--- src/rv32i_pkg.sv ---
// shared types and sizing for the out-of-order RV32I core
// queue and buffer depths must stay powers of two, since the ring
// pointers wrap by plain overflow
// tag_t width follows ROB_DEPTH
package rv32i_pkg;

    localparam int ROB_DEPTH = 8;
    localparam int RS_DEPTH  = 4;
    localparam int IQ_DEPTH  = 4;

    typedef logic [31:0] rv32i_word;
    typedef logic [4:0]  rv32i_reg;
    typedef logic [$clog2(ROB_DEPTH)-1:0] tag_t;

    localparam rv32i_word RESET_PC = 32'h0000_0000;

    // major opcodes handled by the decoder
    localparam logic [6:0] OPC_OP     = 7'b0110011;
    localparam logic [6:0] OPC_OP_IMM = 7'b0010011;
    localparam logic [6:0] OPC_LUI    = 7'b0110111;
    localparam logic [6:0] OPC_AUIPC  = 7'b0010111;

    typedef enum logic [3:0] {
        ALU_ADD,
        ALU_SUB,
        ALU_SLL,
        ALU_SLT,
        ALU_SLTU,
        ALU_XOR,
        ALU_SRL,
        ALU_SRA,
        ALU_OR,
        ALU_AND,
        ALU_PASSB
    } alu_op_t;

endpackage
--- src/instruction_queue.sv ---
`timescale 1ns/1ns
// circular FIFO between fetch and decode
// ready_o means a free slot exists for the single word in flight
// a push into a full queue is not expected, fetch respects ready_o
module instruction_queue import rv32i_pkg::*; (
    input  logic      clk,
    input  logic      rst_n_i,
    input  logic      push_i,
    input  rv32i_word pc_i,
    input  rv32i_word inst_i,
    input  logic      shift_i,
    output logic      ready_o,
    output logic      valid_o,
    output rv32i_word pc_o,
    output rv32i_word inst_o
);

    rv32i_word pc_q   [IQ_DEPTH];
    rv32i_word inst_q [IQ_DEPTH];

    logic [$clog2(IQ_DEPTH)-1:0]   head_q;
    logic [$clog2(IQ_DEPTH)-1:0]   tail_q;
    logic [$clog2(IQ_DEPTH+1)-1:0] count_q;

    // count only drops while a fetch is outstanding
    assign ready_o = count_q < IQ_DEPTH;
    assign valid_o = count_q != '0;
    assign pc_o    = pc_q[head_q];
    assign inst_o  = inst_q[head_q];

    always_ff @(posedge clk or negedge rst_n_i) begin
        if (!rst_n_i) begin
            head_q  <= '0;
            tail_q  <= '0;
            count_q <= '0;
        end else begin
            if (push_i)
                tail_q <= tail_q + 1'b1;
            if (shift_i)
                head_q <= head_q + 1'b1;
            count_q <= count_q + push_i - shift_i;
        end
    end

    always_ff @(posedge clk) begin
        if (push_i) begin
            pc_q[tail_q]   <= pc_i;
            inst_q[tail_q] <= inst_i;
        end
    end

endmodule

--- config.mk ---
export PLATFORM = sky130hd
export DESIGN_NAME = instruction_queue
export DESIGN_NICKNAME = d
export VERILOG_FILES = /design/src/rv32i_pkg.sv /design/src/instruction_queue.sv
export SDC_FILE = /design/constraint.sdc
export NUM_CORES = 1
export LEC_CHECK = 0
export BUFFER_PORTS_ARGS = -buffer_cell sky130_fd_sc_hd__clkbuf_2
export CAP_MARGIN = 20
export CORE_MARGIN = 5
export CORE_UTILIZATION = 55
export DETAILED_ROUTE_END_ITERATION = 16
export PLACE_DENSITY = 0.78
export SLEW_MARGIN = 15
export SYNTH_ARGS = -nofsm -noshare
export SYNTH_HDL_FRONTEND = slang
export SYNTH_SLANG_ARGS = --single-unit
--- constraint.sdc ---
create_clock -name clk -period 3.8 [get_ports clk]
set_input_delay 1.14 -clock clk [delete_from_list [all_inputs] [get_ports clk]]
set_output_delay 1.14 -clock clk [all_outputs]
set_load 0.005 [all_outputs]
# Word-level counts from Yosys, hierarchy flattened
# Memory sizes are Yosys's and may differ from the RTL's.
# Index checks and enable logic that the tools add are counted.
[totals] reg_bits=7 mem_bits_rw=256 in_bits=68 word_cells=13 mem_count=2
[mem_list] name="inst_q" words=4 width=32 rd=1 rd_ports_with_merged_regs=0 wr=1 line_no="instruction_queue.sv:19" text="rv32i_word inst_q [IQ_DEPTH];"
[mem_list] name="pc_q" words=4 width=32 rd=1 rd_ports_with_merged_regs=0 wr=1 line_no="instruction_queue.sv:18" text="rv32i_word pc_q [IQ_DEPTH];"
[op_classes] addsub=4 n_lt_le_gt_ge=1 muxes=2 n_reduce_logical=1
[ops] cell="2-bit by 1-bit adder with 2-bit output (second input constant)" count=2
[ops] cell="3-bit by 1-bit adder with 3-bit output" count=1
[ops] cell="3-bit less-than comparator (second input constant)" count=1
[ops] cell="3-bit nonzero test" count=1
[ops] cell="3-bit by 1-bit subtractor with 3-bit output" count=1
[ops] cell="1-bit two-way mux" count=2

# Logic depth before layout (Yosys ltp)
[logic_depth] ltp_word=2 ltp_mapped=8 depth_no_buf=8

# Worst setup path before layout
# Ideal clock, no wire load.
[synth_timing] path_type="input-to-reg" from="in push_i" to="mem inst_q[0][0] in the netlist's numbering (enable)" arrival_time_ns=2.647 slack_ns=0.725 stages=1 cell_sequence="and2_1"
[synth_between] elab_chain_cells=2
[synth_rtl] item="from (decl)" line_no="instruction_queue.sv:8" text="input logic push_i,"
[synth_rtl] item="1-bit two-way mux" line_no="instruction_queue.sv:46" text="if (push_i) begin"
[synth_rtl] item="1-bit two-way mux (not written as such)" line_no="instruction_queue.sv:48" text="inst_q[tail_q] <= inst_i;"
[synth_rtl] item="to (decl)" line_no="instruction_queue.sv:19"
# No other way between the ends.

# Worst setup path in the final report
[layout_timing] from="reg head_q[0]" to="out pc_o[27]"
[layout_between] elab_chain_cells=1
[layout_rtl] item="from (decl)" line_no="instruction_queue.sv:21" text="logic [$clog2(IQ_DEPTH)-1:0] head_q;"
[layout_rtl] item="from (signal assigned)" line_no="instruction_queue.sv:40" text="head_q <= head_q + 1'b1;"
[layout_rtl] item="memory 4 x 32 bit"
[layout_rtl] item="to (decl)" line_no="instruction_queue.sv:14" text="output rv32i_word pc_o,"
# No other way between the ends.

==> out/results.ini <==
[synthesis]
syn-cell-area_um2=9620
synth_cell_type_count=16
synthCells=368
yosys_warnings=0
synth_seq_cells=263
syn_nets=443
synth.avg_cell_area_um2=26.1
synth-seq-area-share_pct=81.7

[routing]
drt_iter0_markers=228
wl_per_cell_um=21.6
firstDrtPassIters=4
totalWireLength_mm=16.5
vias_per_cell=5.55
vias=4244
drc=0
ant_nets=0

[worst_setup_path]
start_kind=flip-flop
worstRegToRegCells=3
cp.arrival_ns=2.22
path_class=flip-flop to primary output
path_cells=buf_12, mux4_2, clkbuf_2
worstPathMaxFanout=36
crit_slowest_cell=dfrtp_4
worstSetupEndpointType=primary output
worstPathRequired_ns=2.66
max_stage_delay_ns=0.65

[placed_design]
place_congestion=0.711
dpl_cell_area_um2=10500
port_buffers=133
hpwl_mm=9.57

[finish]
seq_area_um2=7870
fin_util_pct=65.8
diodes=0
drive_gt1_share_pct=44.7
area_growth_pct=18.0
nNetsFinal=594
n_fill_cell=1083
stdcell_area_um2=11300
multi_input_area_um2=1630

[clock_tree]
cts_resized=0
cts_max_level=1
clock_tree.buffer_depth=3
post_cts_buffers=0
cts_tree=built
clock-sinks=263
cts-buffers-inserted=26
clk_pin_slew_ns=0.06
insertion_delay_ns=0.51
hold_buffers=0
clock-root-buffer=clkbuf_16

[flow_run]
maxCapViolations=0

[sta]
min_period_ns=3.36
finalSetupTns_ns=0
slew_headroom_pct=32.2
hold_viol=0
worst_slew_pin_slew_ns=1.02
holdWs_ns=0.468
setup_viol=0
clock-skew-final_ns=0.0124
final_max_slew_viol_count=0
max_freq_ghz=0.298
period_share_pct=88.4
rsz0062_at_grt=no

[power_and_ir_drop]
power_density_nw_per_um2=764
ir_worst_vdd_mv=0.555
p_int_w=0.00638
leakage_nw=3.95
switchingPower_w=0.00229
seqPwrFrac_pct=46.7
swShare_pct=26.4
comb_power_share_pct=25.5
clockPowerShare_pct=27.8

[die]
core-area_um2=17200
fp.dieH_um=142
std_cell_rows=48
dieArea_um2=20200
dieWidth_um=142
initial_utilization_pct=55.8
io_pins=134

[global_route]
grt_first_pass_wirelength_mm=26.0
track_usage_pct=16.9
grt_overflow_total=0
grt_max_degree=65
antenna_found_initial=0
grt_pass1_vias=4750

[run_status]
outcome=complete, no violations

[min_path]
hold_class=primary input to asynchronous set/reset pin

==> final cells by class <==
cell class,count,share of cell area (%)
timing repair buffer,137,6.35
clock inverter,14,1.01
tap,225,2.48
clock buffer,34,6.19
inverter,7,0.232
sequential,263,69.3
multi-input combinational,84,14.4
==> cells in the final DEF (no fill, tap or decap), drive strengths merged <==
master and n:
edfxtp 256, dfrtp 7, xor2 2, mux4 64, bufinv 2, buf 4, clkinv 11, fa 1
or3 1, o21ai 1, nand2 2, inv 8, clkbuf 167, ha 6, xnor2 3, and2 4
==> synth_stat cells, drive strengths merged <==
library cell    n  area share, %
edfxtp        256             80
mux4           64             15
buf            13            1.1
dfrtp           7            1.8
inv             7           0.27
ha              6           0.78
and2            4           0.26
xnor2           3           0.27
nand2           2          0.078
xor2            2           0.18
clkbuf          1          0.039
fa              1           0.21
o21ai           1          0.052
or3             1          0.065
==> power by group through the flow <==
stage / registers [W] / clock network, W / logic [W]
after floorplan: 0.00397 / 0 / 0.00151
after global placement: 0.00407 / 0 / 0.00224
after detailed placement: 0.00412 / 0 / 0.00227
after CTS: 0.00407 / 0.00246 / 0.00229
after global routing: 0.00411 / 0.00260 / 0.00242
final: 0.00405 / 0.00241 / 0.00221
==> final timing paths <==
| kind | startpoint | to | slack [ns] |
|---|---|---|---|
| max | head_q[0] | pc_o[27] | 0.44 |
| min | rst_n_i | tail_q[0] | 0.47 |
| max reg2reg | tail_q[1] | pc_q[1][10] | 1.90 |
| min reg2reg | count_q[2] | count_q[2] | 0.53 |
| max in group asynchronous | rst_n_i | head_q[0] | 3.13 |
| min in group clk | count_q[2] | count_q[2] | 0.53 |
==> per-layer routing <==
metal  GRT usage [%]  up-vias  routed length [um]
li1                -     1877                   -
met2            29.0      124                8640
met1            22.0     2218                6550
met5               0        -                   0
met3            3.97       25                 984
met4            4.55        0                 309
==> stage by stage <==
step | worst slack (ns) | cells | total power (W)
after floorplan | 0.725 | 368 | 0.00548
after global placement | 0.912 | 716 | 0.00631
after detailed placement | 0.892 | 716 | 0.00639
after CTS | 0.343 | 764 | 0.00882
after global routing | 0.264 | 764 | 0.00913
final | 0.439 | 764 | 0.00866
==> critical path, delay by kind of cell, from the launching register on <==
kind / cells / cell delay, ns
muxes: 1 / 0.56
DFF: 1 / 0.65
buffers and inverters: 2 / 0.47
==> cell families after synthesis <==
family,Yosys count,synth area share (%)
compound gates,1,0.0520
xor+xnor,5,0.455
fa+ha+maj,7,0.989
buf+inv,21,1.37
flops,263,81.7
mux,64,15.0
simple gates,7,0.403
==> flip-flops by register name (all words and copies together), names as in the netlist <==
signal / count
count_q: 3
head_q: 2
inst_q: 128
pc_q: 128
tail_q: 2
Note: power is estimated with default switching activity, not from simulation.
