[src/rv32i_pkg.sv]
// shared types and sizing for the out-of-order RV32I core
// queue and buffer depths must stay powers of two, since the ring
// pointers wrap by plain overflow
// tag_t width follows ROB_DEPTH
package rv32i_pkg;

    localparam int ROB_DEPTH = 8;
    localparam int RS_DEPTH  = 4;
    localparam int IQ_DEPTH  = 4;

    typedef logic [31:0] rv32i_word;
    typedef logic [4:0]  rv32i_reg;
    typedef logic [$clog2(ROB_DEPTH)-1:0] tag_t;

    localparam rv32i_word RESET_PC = 32'h0000_0000;

    // major opcodes handled by the decoder
    localparam logic [6:0] OPC_OP     = 7'b0110011;
    localparam logic [6:0] OPC_OP_IMM = 7'b0010011;
    localparam logic [6:0] OPC_LUI    = 7'b0110111;
    localparam logic [6:0] OPC_AUIPC  = 7'b0010111;

    typedef enum logic [3:0] {
        ALU_ADD,
        ALU_SUB,
        ALU_SLL,
        ALU_SLT,
        ALU_SLTU,
        ALU_XOR,
        ALU_SRL,
        ALU_SRA,
        ALU_OR,
        ALU_AND,
        ALU_PASSB
    } alu_op_t;

endpackage
[src/fetch_unit.sv]
`timescale 1ns/1ns
// instruction fetch, one outstanding read at a time
// address and read strobe hold until mem_resp_i
// no branches, so the PC only ever advances by 4
module fetch_unit import rv32i_pkg::*; (
    input  logic      clk,
    input  logic      rst_n_i,
    input  logic      iq_ready_i,
    input  logic      mem_resp_i,
    input  rv32i_word mem_rdata_i,
    output logic      mem_read_o,
    output rv32i_word mem_address_o,
    output logic      iq_push_o,
    output rv32i_word iq_pc_o,
    output rv32i_word iq_inst_o
);

    rv32i_word pc_q;

    assign mem_address_o = pc_q;

    // returned word goes straight into the queue
    assign iq_push_o = mem_read_o && mem_resp_i;
    assign iq_pc_o   = pc_q;
    assign iq_inst_o = mem_rdata_i;

    always_ff @(posedge clk or negedge rst_n_i) begin
        if (!rst_n_i) begin
            pc_q       <= RESET_PC;
            mem_read_o <= 1'b0;
        end else if (mem_read_o) begin
            if (mem_resp_i) begin
                mem_read_o <= 1'b0;
                pc_q       <= pc_q + 32'd4;
            end
        end else if (iq_ready_i) begin
            // queue has a slot kept for this word
            mem_read_o <= 1'b1;
        end
    end

endmodule

[config.mk]
export PLATFORM = sky130hd
export DESIGN_NAME = fetch_unit
export DESIGN_NICKNAME = d
export VERILOG_FILES = /design/src/rv32i_pkg.sv /design/src/fetch_unit.sv
export SDC_FILE = /design/constraint.sdc
export NUM_CORES = 1
export LEC_CHECK = 0
export BUFFER_PORTS_ARGS = -buffer_cell sky130_fd_sc_hd__buf_2
export CAP_MARGIN = 10
export CORE_UTILIZATION = 37
export DETAILED_ROUTE_END_ITERATION = 8
export GPL_ROUTABILITY_DRIVEN = 0
export PLACE_DENSITY = 0.76
export SLEW_MARGIN = 20
export SYNTH_ARGS = -nofsm -noshare
export SYNTH_HDL_FRONTEND = slang
export SYNTH_SLANG_ARGS = --single-unit
[constraint.sdc]
create_clock -name clk -period 1.5 [get_ports clk]
set_input_delay 0.15 -clock clk [delete_from_list [all_inputs] [get_ports clk]]
set_output_delay 0.15 -clock clk [all_outputs]
set_load 0.03 [all_outputs]
# After elaboration in Yosys (flattened, before gate mapping)
# Index checks and enable logic that the tools add are counted.
# classes
add_sub_neg,1
multipliers,0
div_mod_pow,0
order_cmp,0
n_eq_ne,0
n_shift,0
n_mux,3
bitwise_logic,0
n_reduce_logical,2
# ops
operator,n
$add A32 B3 Y32 const B,1
$mux W1,3
$reduce_and A2 Y1,1
$logic_and A1 B1 Y1,1
# totals
register_bits,33
latch_bits,0
ram_bits,0
romBits,0
output_inout_bits,98
word_cells,8
memories,0

# Depth between registers and ports, before layout
# depth
ltp_word,2
depth_mapped,5

# Worst setup path before layout
# OpenSTA, ideal clock, no wires.
# synth_path
kind,reg2reg
start,reg pc_q[13] (netlist: iq_pc_o[13])
end,reg pc_q[28] (netlist: iq_pc_o[28])
setup_time_ns,0.135
arrival_time_ns,1.566
t_required_ns,1.365
slack_ns,-0.201
path_stages_with_launch,5
period_less_slack_ns,1.701
path_cell_list,dfrtp_1 nand4_1 nor4_4 nand4_1 xnor2_1
# synth_between
elab_chain_len,1
# synth_rtl
element,line,rtl
from (decl),fetch_unit.sv:18,rv32i_word pc_q;
from (signal assigned),fetch_unit.sv:34,pc_q <= pc_q + 32'd4;
$add A32 B3 Y32,fetch_unit.sv:34,
# No other way between the ends.
# A chain may end at the register's enable or synchronous reset.

# Worst setup path in the final report
# layout_path
start,reg pc_q[3] (netlist: iq_pc_o[3])
end,reg pc_q[20] (netlist: iq_pc_o[20])
# Same word-level chain as after synthesis.

==> flow_metrics.py <==
metrics = {
    "status": {
        "outcome": "complete, no violations",
    },
    "synth": {
        "synthXorXnorAreaFrac_pct": 13.3,
        "synth_cell_type_count": 23,
        "post_synth.cell_area_avg_um2": 10.2,
        "synth_top_family_by_area": "buffers and inverters",
        "syn_area_um2": 1910,
        "synth_compound_area_share_pct": 0,
        "yosys_warnings": 0,
        "yosys.area.top_type": "dfrtp_1",
        "yosysSeqAreaShare_pct": 40.6,
        "yosys.area_share.simple_pct": 17.5,
        "synthAdderAreaFrac_pct": 0.654,
        "synthMuxAreaShare_pct": 1.11,
        "synthTopCellsByArea": "dfrtp_1 (41%), buf_4 (26%), xnor2_1 (11%)",
        "synthCells": 187,
        "synth_seq_cells": 31,
        "synth_top_area_share_pct": 40.6,
    },
    "timing": {
        "fin_crit_ns": 1.46,
        "slew_headroom_pct": 54.6,
        "finClkSkew_ns": 0.00623,
        "period_share_pct": 97.6,
        "finalSetupTns_ns": 0,
        "hold_violations": 0,
        "finalSetupViolCount": 0,
        "worst_hold_slack_ns": 0.0882,
        "tightest_slew_ns": 0.682,
        "slew_viol_final": 0,
        "rsz0062_at_grt": "true",
        "fmax_mhz": 683,
    },
    "power_and_ir_drop": {
        "p_sw_uw": 960,
        "sw_frac_of_total_pct": 36.6,
        "pwr-share-seq_pct": 38.4,
        "power_leakage_uw": 0.00116,
        "comb_power_share_pct": 34.1,
        "power_density_nw_per_um2": 1220,
        "p_clk_share_pct": 27.5,
        "worst_ir_drop_vdd_mv": 0.515,
        "p_int_uw": 1660,
    },
    "critical_path": {
        "critPathArrivalTime_ns": 1.63,
        "required_ns": 1.67,
        "crit_start": "iq_pc_o[3]",
        "critPathMaxFanout": 5,
        "r2r-end": "iq_pc_o[20]",
        "cp-start-kind": "flip-flop",
        "rrSetupSlack_ns": 0.04,
        "crit_path_end_kind": "flip-flop",
        "path_class": "reg2reg",
        "rr_worst_depth": 5,
        "r2r_start": "iq_pc_o[3]",
    },
    "min_path": {
        "min_to": "mem_read_o",
        "hold_depth": 3,
        "hold_path.class": "in2reg",
        "min_from": "iq_ready_i",
    },
    "global_routing": {
        "grt_max_degree": 32,
        "busiest_layer": "met2",
        "track_usage_pct": 13.6,
        "grt_pass1_vias": 1086,
        "antenna_found_initial": 0,
        "grt_pass1_wl_um": 5350,
        "grt_use_met1_pct": 17.2,
        "use_met3_pct": 4.80,
        "met2_usage_pct": 20.7,
        "grt-ovfl-total": 0,
    },
    "cts": {
        "h-tree-depth": 2,
        "cts_buffer_depth": 2,
        "path_clk_slew_ns": 0.06,
        "cts_made_buffers": 5,
        "cts_tree": "yes",
        "clock_sinks": 31,
        "clock_latency_ns": 0.28,
        "cts-root-buf": "clkbuf_8",
    },
    "routing": {
        "drt.antenna.violating_nets": 0,
        "drc": 0,
        "routed_wl_um": 3540,
        "first_iter_violations": 60,
        "dr_total_vias": 1259,
        "dr.pass1.iters": 4,
        "avgRoutedWirePerCell_um": 12.5,
        "vias_per_cell": 4.45,
    },
    "final_layout": {
        "final_util_pct": 44.4,
        "fillCellCount": 460,
        "fin_cells": 283,
        "diodes": 0,
        "nNetsFinal": 252,
        "drive_above_1_share_pct": 56.5,
        "area_growth_pct": 12.6,
    },
    "floorplan": {
        "dieWidth_um": 73.9,
        "core_area_um2": 4850,
        "die_h_um": 73.9,
        "rows": 25,
        "die_area_um2": 5460,
        "start_util_pct": 39.4,
        "ios": 134,
    },
    "placement": {
        "port_buffers": 65,
        "dpl.hpwl_um": 2610,
        "place_inst": 266,
    },
    "run": {
        "drv_cap": 0,
    },
}
==> area by class of cell <==
cell class | instances | area [µm²] | area share [%]
clock buffer | 8 | 100 | 4.65
timing repair buffer | 85 | 482 | 22.4
sequential | 31 | 802 | 37.2
multi-input combinational | 89 | 674 | 31.3
tap | 67 | 83.8 | 3.89
inverter | 3 | 11.3 | 0.523
==> per-layer routing <==
| metal | vias to the layer above | wire [µm] |
|---|---|---|
| li1 | 602 | - |
| met1 | 586 | 1550 |
| met2 | 62 | 1690 |
| met3 | 9 | 237 |
| met4 | 0 | 59 |
| met5 | - | 0 |
==> power by group through the flow <==
stage / Sequential (µW) / Clock (µW) / Combinational (µW)
after floorplan: 1210 / 0 / 600
after global placement: 1000 / 0 / 806
after detailed placement: 1010 / 0 / 816
after CTS: 998 / 746 / 824
after global routing: 1020 / 781 / 962
final: 1010 / 720 / 895
==> through the flow <==
step                setup WS [ns]  cell area, µm²  power [µW]
floorplan                 -0.0389            1960        1810
global placement          -0.0107            1950        1810
detailed placement        -0.0550            1950        1830
CTS                        0.0413            2070        2570
global route              -0.0344            2150        2760
finish                     0.0356            2150        2620
==> worst max-delay path, stage by stage, from the launching register on <==
cell	delay (ns)
dfrtp_2	0.42
ha_4	0.15
nand4_1	0.18
nor3_4	0.33
nand4_1	0.14
xnor2_1	0.15
==> sequential cells by signal (all words and copies together) (netlist names) <==
register,cells
iq_pc_o,30
mem_read_o,1
==> cells by family (layout without fill, tap and decap cells) <==
logic type	Yosys count	count (layout)
xor+xnor	29	29
fa+ha+maj	1	1
buf+inv	70	96
flops	31	31
mux	2	2
other cells	1	4
simple gates	53	53
==> timing repair <==
item / 4_1_cts / 5_1_grt
hold buffers: 1 / 0
cloned: 0 / 0
setup endpoints to repair: 5 / 14
endpoints found under the hold margin: 31 / 0
setup buffers: 2 / 6
pin swaps: 2 / 12
resized for setup: 0 / 7
==> cells in the final DEF (no fill, tap or decap), types with 2 or more instances in the layout <==
master and count:
conb_1 4, nor2_1 4, nor3_4 2, nor4_4 2, buf_2 65, xnor2_1 23, clkbuf_8 7, nand3_1 9
nor3_1 2, nand2_1 10, inv_1 3, dfrtp_2 21, dfrtp_1 10, buf_4 18, xor2_1 6, and3_1 5
nand4_1 10, and4_1 3
==> worst max-delay path by stage <==
stage | cells after the start | endpoint | slack (ns)
3_5_place_dp | 4 | iq_pc_o[21] | -0.05
6_report | 5 | iq_pc_o[20] | 0.04
3_3_place_gp | 4 | iq_pc_o[21] | -0.01
4_1_cts | 4 | iq_pc_o[20] | 0.04
5_1_grt | 5 | iq_pc_o[20] | -0.03
2_1_floorplan | 4 | iq_pc_o[25] | -0.04
==> synthesized netlist by cell type (all sizes together) <==
library cell / number
and2: 1
and3: 5
and4: 3
buf: 66
clkbuf: 1
conb: 1
dfrtp: 31
ha: 1
inv: 3
mux2: 1
mux2i: 1
nand2: 10
nand2b: 1
nand3: 10
nand4: 11
nor2: 5
nor3: 4
nor4: 2
or2: 1
xnor2: 23
xor2: 6
Note: power is estimated with default switching activity, not from simulation.
