**config.mk**
```make
export PLATFORM = sky130hd
export DESIGN_NAME = regfile
export DESIGN_NICKNAME = d
export VERILOG_FILES = /design/src/rv32i_pkg.sv /design/src/regfile.sv
export SDC_FILE = /design/constraint.sdc
export NUM_CORES = 2
export LEC_CHECK = 0
export BUFFER_PORTS_ARGS = -buffer_cell sky130_fd_sc_hd__buf_2
export CAP_MARGIN = 20
export CORE_UTILIZATION = 30
export CTS_CLUSTER_SIZE = 30
export DETAILED_ROUTE_END_ITERATION = 7
export GPL_ROUTABILITY_DRIVEN = 0
export PLACE_DENSITY = 0.45
export SLEW_MARGIN = 20
export SYNTH_ARGS = -nofsm -noshare
export SYNTH_HDL_FRONTEND = slang
export SYNTH_SLANG_ARGS = --single-unit
export TNS_END_PERCENT = 20
```
**constraint.sdc**
```tcl
create_clock -name clk -period 4.1 [get_ports clk]
set_input_delay 0.205 -clock clk [delete_from_list [all_inputs] [get_ports clk]]
set_output_delay 0.205 -clock clk [all_outputs]
set_load 0.01 [all_outputs]
```
**src/rv32i_pkg.sv**
```systemverilog
// shared types and sizing for the out-of-order RV32I core
// queue and buffer depths must stay powers of two, since the ring
// pointers wrap by plain overflow
// tag_t width follows ROB_DEPTH
package rv32i_pkg;

    localparam int ROB_DEPTH = 8;
    localparam int RS_DEPTH  = 4;
    localparam int IQ_DEPTH  = 4;

    typedef logic [31:0] rv32i_word;
    typedef logic [4:0]  rv32i_reg;
    typedef logic [$clog2(ROB_DEPTH)-1:0] tag_t;

    localparam rv32i_word RESET_PC = 32'h0000_0000;

    // major opcodes handled by the decoder
    localparam logic [6:0] OPC_OP     = 7'b0110011;
    localparam logic [6:0] OPC_OP_IMM = 7'b0010011;
    localparam logic [6:0] OPC_LUI    = 7'b0110111;
    localparam logic [6:0] OPC_AUIPC  = 7'b0010111;

    typedef enum logic [3:0] {
        ALU_ADD,
        ALU_SUB,
        ALU_SLL,
        ALU_SLT,
        ALU_SLTU,
        ALU_XOR,
        ALU_SRL,
        ALU_SRA,
        ALU_OR,
        ALU_AND,
        ALU_PASSB
    } alu_op_t;

endpackage
```
**src/regfile.sv**
```systemverilog
`timescale 1ns/1ns
// architectural registers with busy flag and producer tag
// x0 reads zero and is never written or renamed
// a rename in the commit cycle wins over the busy clear
module regfile import rv32i_pkg::*; (
    input  logic      clk,
    input  logic      rst_n_i,
    input  rv32i_reg  rs1_i,
    input  rv32i_reg  rs2_i,
    output rv32i_word rs1_value_o,
    output logic      rs1_busy_o,
    output tag_t      rs1_tag_o,
    output rv32i_word rs2_value_o,
    output logic      rs2_busy_o,
    output tag_t      rs2_tag_o,
    input  logic      rename_i,
    input  rv32i_reg  rename_rd_i,
    input  tag_t      rename_tag_i,
    input  logic      commit_i,
    input  rv32i_reg  commit_rd_i,
    input  tag_t      commit_tag_i,
    input  rv32i_word commit_value_i
);

    rv32i_word   value_q [32];
    tag_t        tag_q   [32];
    logic [31:0] busy_q;

    assign rs1_value_o = value_q[rs1_i];
    assign rs1_busy_o  = busy_q[rs1_i];
    assign rs1_tag_o   = tag_q[rs1_i];
    assign rs2_value_o = value_q[rs2_i];
    assign rs2_busy_o  = busy_q[rs2_i];
    assign rs2_tag_o   = tag_q[rs2_i];

    always_ff @(posedge clk or negedge rst_n_i) begin
        if (!rst_n_i) begin
            busy_q <= '0;
            for (int i = 0; i < 32; i++) begin
                value_q[i] <= '0;
                tag_q[i]   <= '0;
            end
        end else begin
            if (commit_i && commit_rd_i != '0) begin
                value_q[commit_rd_i] <= commit_value_i;
                // only the youngest producer frees the register
                if (tag_q[commit_rd_i] == commit_tag_i)
                    busy_q[commit_rd_i] <= 1'b0;
            end
            if (rename_i && rename_rd_i != '0) begin
                busy_q[rename_rd_i] <= 1'b1;
                tag_q[rename_rd_i]  <= rename_tag_i;
            end
        end
    end

endmodule

```
* After elaboration in Yosys (flattened, before gate mapping) *
Index checks and enable logic that the tools add are counted.

storage, ports and cells
  flip-flop bits (word level) = 1,152
  bits in latches = 0
  bits in writable memories = 0
  ROM bits = 0
  word-level logic and storage cells = 125
  memories = 0

operators by class
  add/subtract/negate cells = 0
  multipliers = 0
  divide/modulo/power cells = 0
  magnitude comparators = 12
  equality and inequality tests = 1
  shifts and indexed selects = 0
  multiplexer cells = 32
  bitwise logic cells = 7
  reduce and logical (&&, ||, !) cells = 8

operator list
  cell                                                         number
  bitwise mux 1024 bit                                         1
  binary-select mux 32 bit (select 5 bit)                      2
  2-to-1 mux 32 bit                                            8
  demux 32 bit (select 5 bit)                                  1
  bitwise mux 96 bit                                           1
  binary-select mux 3 bit (select 5 bit)                       3
  bitwise AND 32 bit                                           1
  NOT 32 bit                                                   1
  OR 32 bit                                                    1
  >= comparator 6 bit (second input constant)                  4
  less-than comparator 5 x 6 -> 1 bit (second input constant)  4
  NOT 5 -> 6 bit                                               4
  2-to-1 mux 3 bit                                             7
  demux 3 bit (select 5 bit)                                   1
  less-than comparator 6 x 1 -> 1 bit (second input constant)  2
  binary-select mux 1 bit (select 5 bit)                       2
  demux 1 bit (select 5 bit)                                   2
  >= comparator 5 x 1 -> 1 bit (second input constant)         2
  nonzero test 5 bit                                           2
  logical AND 1 bit                                            6
  2-to-1 mux 1 bit                                             4
  equality test 3 bit                                          1

* Depth between registers and ports, before layout *
  depth in word-level cells = 10
  depth in mapped cells = 10

* Worst setup path after synthesis *
OpenSTA, ideal clock, no wires.

  kind = input port to output port
  from = input rs1_i[0]
  to = output rs1_tag_o[0]
  arrival = 2.347 ns
  setup slack = 1.548 ns
  stages = 6
  buffers on the path = 3
  cell sequence = clkbuf_1 buf_2 buf_1 mux4_2 mux4_2 mux2_2

on the way
  longest elaborated chain between the ends = 4

ends and longest elaborated chain
  what                                                  line           text
  start: declaration                                    regfile.sv:8   input rv32i_reg rs1_i,
  NOT 5 -> 6 bit (implied by the code)                  regfile.sv:31  assign rs1_tag_o = tag_q[rs1_i];
  binary-select mux 3 bit (select 5 bit)                regfile.sv:31
  2-to-1 mux 3 bit (implied by the code) (2 in series)  regfile.sv:31
  end: declaration                                      regfile.sv:12  output tag_t rs1_tag_o,

No other way between the ends. The select of a mux whose other input is x is not followed.

* Worst setup path after layout *
  from = register tag_q[76] (netlist name)
  to = register busy_q[2]

on the way
  longest elaborated chain between the ends = 8

ends and longest elaborated chain
  what                                                    line           text
  start: declaration                                      regfile.sv:26  tag_t tag_q [32];
  start signal: indexed assignment                        regfile.sv:52  tag_q[rename_rd_i] <= rename_tag_i;
  binary-select mux 3 bit (select 5 bit) *                regfile.sv:47  if (tag_q[commit_rd_i] == commit_tag_i)
  2-to-1 mux 3 bit (implied by the code) * (2 in series)  regfile.sv:47
  equality test 3 bit *                                   regfile.sv:47
  2-to-1 mux 32 bit *                                     regfile.sv:47
  2-to-1 mux 32 bit *                                     regfile.sv:44  if (commit_i && commit_rd_i != '0) begin
  OR 32 bit (no source line)                              -
  2-to-1 mux 32 bit *                                     regfile.sv:50  if (rename_i && rename_rd_i != '0) begin
  end signal: assignment                                  regfile.sv:38  busy_q <= '0;
  end signal: indexed assignment                          regfile.sv:48  busy_q[commit_rd_i] <= 1'b0;
  end signal: indexed assignment                          regfile.sv:51  busy_q[rename_rd_i] <= 1'b1;
  end: declaration                                        regfile.sv:27  logic [31:0] busy_q;

Every way passes the cells marked *; elsewhere a longest branch is shown, timed or not. The select of a mux whose other input is x is not followed.
A chain may end at the register's enable or synchronous reset.

==> impl_metrics.prom <==
# TYPE chip_impl_metric gauge
chip_impl_info{name="worst_path_most_repeated_cell",value="a31oi_1"} 1
chip_impl_info{name="run_status",value="finished, violations left"} 1
chip_impl_metric{name="report.final.hold_viol_count",unit=""} 1
chip_impl_metric{name="power.ir.vdd_worst",unit="uV"} 364
chip_impl_metric{name="finalNetCount",unit=""} 3886
chip_impl_metric{name="dieWidth",unit="um"} 455
chip_impl_info{name="cp_top_family",value="buffers and inverters"} 1
chip_impl_metric{name="critical_path_required",unit="ns"} 4.75
chip_impl_info{name="critical_path_class",value="register to register"} 1
chip_impl_metric{name="total_number_of_placement_rows",unit=""} 166
chip_impl_info{name="worst_setup_path_start_kind",value="register"} 1
chip_impl_metric{name="core_util_final",unit="%"} 34.7
chip_impl_info{name="worstPathCellList",value="mux4_2 > a22o_1 > a221oi_2 > a31oi_1 > nor4_4 > buf_4 > a31oi_1 > dlygate4sd3_1"} 1
chip_impl_metric{name="drtPass1Iterations",unit=""} 5
chip_impl_metric{name="worst-r2r-setup-slack",unit="ns"} 1.04
chip_impl_metric{name="grt_max_degree",unit=""} 110
chip_impl_metric{name="avgSynthCellArea",unit="um^2"} 16.2
chip_impl_metric{name="post_synth_num_cell_types",unit=""} 36
chip_impl_metric{name="fmax",unit="GHz"} 0.327
chip_impl_metric{name="floorplan.io_pins",unit=""} 134
chip_impl_metric{name="number_of_design_rule_violations_left_by_the_first_detailed_router_iteration",unit=""} 2434
chip_impl_metric{name="grt_pass1_vias",unit=""} 38698
chip_impl_metric{name="place_hpwl",unit="um"} 120000
chip_impl_info{name="violations",value="negative hold slack"} 1
chip_impl_metric{name="skew",unit="ns"} 0.0344
chip_impl_metric{name="timing.hold.ws",unit="ns"} -0.0314
chip_impl_metric{name="postCtsSetupBuffers",unit=""} 0
chip_impl_metric{name="die_h",unit="um"} 455
chip_impl_metric{name="cts_made_buffers",unit=""} 137
chip_impl_metric{name="vias_per_cell",unit=""} 5.50
chip_impl_metric{name="vias",unit=""} 36356
chip_impl_metric{name="finalWirelength",unit="um"} 202000
chip_impl_metric{name="routedWlPerCell",unit="um"} 30.6
chip_impl_metric{name="synth.net_count",unit=""} 3859
chip_impl_metric{name="crit_path_max_fanout",unit=""} 31
chip_impl_info{name="cts-root-buf",value="clkbuf_16"} 1
chip_impl_metric{name="timing.slew.headroom",unit="%"} 25.5
chip_impl_info{name="grt_setup_unrepaired",value="false"} 1
chip_impl_metric{name="seq_area_frac_synth",unit="%"} 46.7
chip_impl_metric{name="placedInstanceArea",unit="um^2"} 66100
chip_impl_metric{name="timing.critical_path.arrival",unit="ns"} 3.70
chip_impl_metric{name="fp.dieArea",unit="um^2"} 207000
chip_impl_metric{name="timing.final.setup_violations",unit=""} 0
chip_impl_metric{name="clk_path_buf_depth",unit=""} 3
chip_impl_metric{name="yosys_warnings",unit=""} 0
chip_impl_info{name="tritoncts",value="yes"} 1
chip_impl_info{name="cpMaxStageDelayCell",value="dlygate4sd3_1"} 1
chip_impl_metric{name="cts_resized",unit=""} 0
chip_impl_metric{name="max_cap_check_violation_count",unit=""} 0
chip_impl_info{name="final_common_cell",value="dfrtp_1"} 1
chip_impl_metric{name="p_per_area",unit="nW/um^2"} 494
chip_impl_metric{name="cts-htree-levels",unit=""} 4
chip_impl_metric{name="post_layout_nonfiller_instances",unit=""} 6611
chip_impl_metric{name="clock_sink_count",unit=""} 1152
chip_impl_metric{name="syn-instance-count",unit=""} 3797
chip_impl_metric{name="clkLatencyLatePin",unit="ns"} 0.79
chip_impl_metric{name="global_route_usage_over_all_layers",unit="%"} 19.8
chip_impl_metric{name="worst_slew_pin_slew",unit="ns"} 1.12
chip_impl_metric{name="timing.critical_path.slowest_cell_delay",unit="ns"} 0.57
chip_impl_metric{name="crit_buf_inv",unit=""} 2
chip_impl_metric{name="drive_gt1_share",unit="%"} 60.8
chip_impl_metric{name="post_layout_total_power",unit="mW"} 35.1
chip_impl_metric{name="port_buffers",unit=""} 133
chip_impl_metric{name="clk_pin_slew",unit="ns"} 0.06
chip_impl_metric{name="setup_tns",unit="ns"} 0
chip_impl_metric{name="power.leakage",unit="nW"} 29.7
chip_impl_metric{name="r2r_cells",unit=""} 8
chip_impl_metric{name="core",unit="um^2"} 204000
chip_impl_info{name="timing.critical_path.to_type",value="register"} 1
chip_impl_metric{name="placedCellCount",unit=""} 6332
chip_impl_metric{name="ant_nets",unit=""} 0
chip_impl_metric{name="synth.ff_latch_count",unit=""} 1152
chip_impl_metric{name="initial_utilization",unit="%"} 30.2
chip_impl_metric{name="post_synthesis_to_final_layout_area_growth",unit="%"} 15.1
chip_impl_metric{name="overflow",unit=""} 0
chip_impl_info{name="reg2reg_to",value="busy_q[2]"} 1
chip_impl_metric{name="global_route_wire_length_before_repair",unit="um"} 299000
chip_impl_metric{name="antenna_violations_before_repair",unit=""} 11
chip_impl_info{name="layout_common_cells",value="dfrtp_1, mux2_2, mux4_2"} 1
chip_impl_metric{name="detail_route.drc_violations",unit=""} 0
chip_impl_metric{name="timing.final.crit_period",unit="ns"} 3.06
chip_impl_metric{name="layout.cell_area.non_filler",unit="um^2"} 71000
chip_impl_metric{name="synth.cell_area",unit="um^2"} 61700
chip_impl_metric{name="layout_worst_path_cycle_share",unit="%"} 74.6
chip_impl_info{name="hold_path_class",value="primary input to asynchronous set/reset pin"} 1
chip_impl_info{name="beginning_of_the_worst_register_to_register_path",value="tag_q[76]"} 1
chip_impl_metric{name="number_of_pins_exceeding_their_max_slew_limit_in_the_final_report",unit=""} 0
-- how the worst max path moves through the flow --
stage                    from            to  slack, ns  cells past startpoint
6_report            tag_q[76]     busy_q[2]       1.04                      8
5_1_grt             tag_q[76]     busy_q[2]       0.89                      8
4_1_cts             tag_q[76]     busy_q[2]       1.04                      8
3_5_place_dp   commit_rd_i[0]    busy_q[13]       1.04                      8
3_3_place_gp   commit_rd_i[0]    busy_q[15]       1.11                      8
2_1_floorplan        rs1_i[0]  rs1_tag_o[0]       1.55                      6
-- cell families (layout without fill, tap and decap cells) --
| logic type | after synthesis | in the layout | synth area share [%] |
|---|---|---|---|
| buffers and inverters | 451 | 575 | 3.04 |
| XOR/XNOR | 1 | 1 | 0.0142 |
| multiplexers | 1881 | 1881 | 47.7 |
| other | 0 | 2 | 0 |
| flip-flops | 1152 | 1152 | 46.7 |
| AO/OA/AOI/OAI | 77 | 77 | 0.850 |
| AND/OR/NAND/NOR | 235 | 235 | 1.69 |
-- flip-flops by register name (all words and copies together), names as in the netlist --
name	cells
busy_q	32
tag_q	96
value_q	1024
-- repair_timing --
item / 4_1_cts / 5_1_grt
endpoints found under the hold margin: 276 / 0
endpoints found under the setup margin: 0 / 0
hold buffers: 41 / 0
-- worst register-to-register path: cells and delay by family, from the launching register on --
family          cells  cell delay, ns
simple gates        1            0.28
buf+inv             2            0.95
flops               1            0.43
compound gates      4            0.77
mux                 1            0.50
-- Yosys cell counts (all sizes together) --
| master | n | area share [%] |
|---|---|---|
| nor3b | 6 | 0.073 |
| xor2 | 1 | 0.014 |
| or3 | 3 | 0.030 |
| buf | 172 | 1.3 |
| a22o | 4 | 0.057 |
| a41oi | 15 | 0.21 |
| nor2 | 58 | 0.36 |
| and2 | 1 | 0.010 |
| nor2b | 2 | 0.020 |
| nand2b | 1 | 0.010 |
| mux2i | 24 | 0.39 |
| nor4 | 1 | 0.020 |
| mux4 | 732 | 27 |
| and3 | 4 | 0.041 |
| nand3b | 7 | 0.085 |
| a21oi | 28 | 0.23 |
| nand3 | 13 | 0.11 |
| a22oi | 10 | 0.12 |
| a31oi | 18 | 0.18 |
| clkbuf | 267 | 1.6 |
| mux2 | 1125 | 21 |
| nand2 | 121 | 0.74 |
| or3b | 2 | 0.028 |
| inv | 12 | 0.073 |
| dfrtp | 1152 | 47 |
| nor3 | 7 | 0.057 |
| a221oi | 2 | 0.049 |
| and3b | 2 | 0.028 |
| and4 | 2 | 0.028 |
| and4b | 1 | 0.016 |
| or2 | 4 | 0.041 |
-- power breakdown --
part           switching (mW)  internal [mW]
logic                    2.86           4.60
clock network            5.07           7.39
registers                1.58           13.6
-- cell type report --
| class | count | area, um^2 |
|---|---|---|
| inverter | 12 | 45.0 |
| clock inverter | 28 | 420 |
| clock buffer | 208 | 4070 |
| timing repair buffer | 327 | 3020 |
| multi-input combinational | 2194 | 31200 |
| fill | 19557 | 133000 |
| sequential | 1152 | 28800 |
| tap | 2688 | 3360 |
| antenna | 2 | 5.00 |
-- per-layer routing --
metal | GRT usage, % | part of all wire [%] | up-vias
li1 | - | - | 14928
met1 | 26.7 | 44 | 20410
met2 | 33.3 | 50 | 739
met3 | 2.41 | 3.2 | 273
met4 | 5.78 | 2.7 | 6
met5 | 0 | 0.022 | -
-- through the flow --
step	hold WS (ns)	setup slack, ns
final	-0.0314	1.04
after global routing	0.0107	0.885
after CTS	0.0161	1.04
after detailed placement	0.254	1.04
after global placement	0.238	1.11
after floorplan	-0.0906	1.55
(Power assumes the default switching activity.)
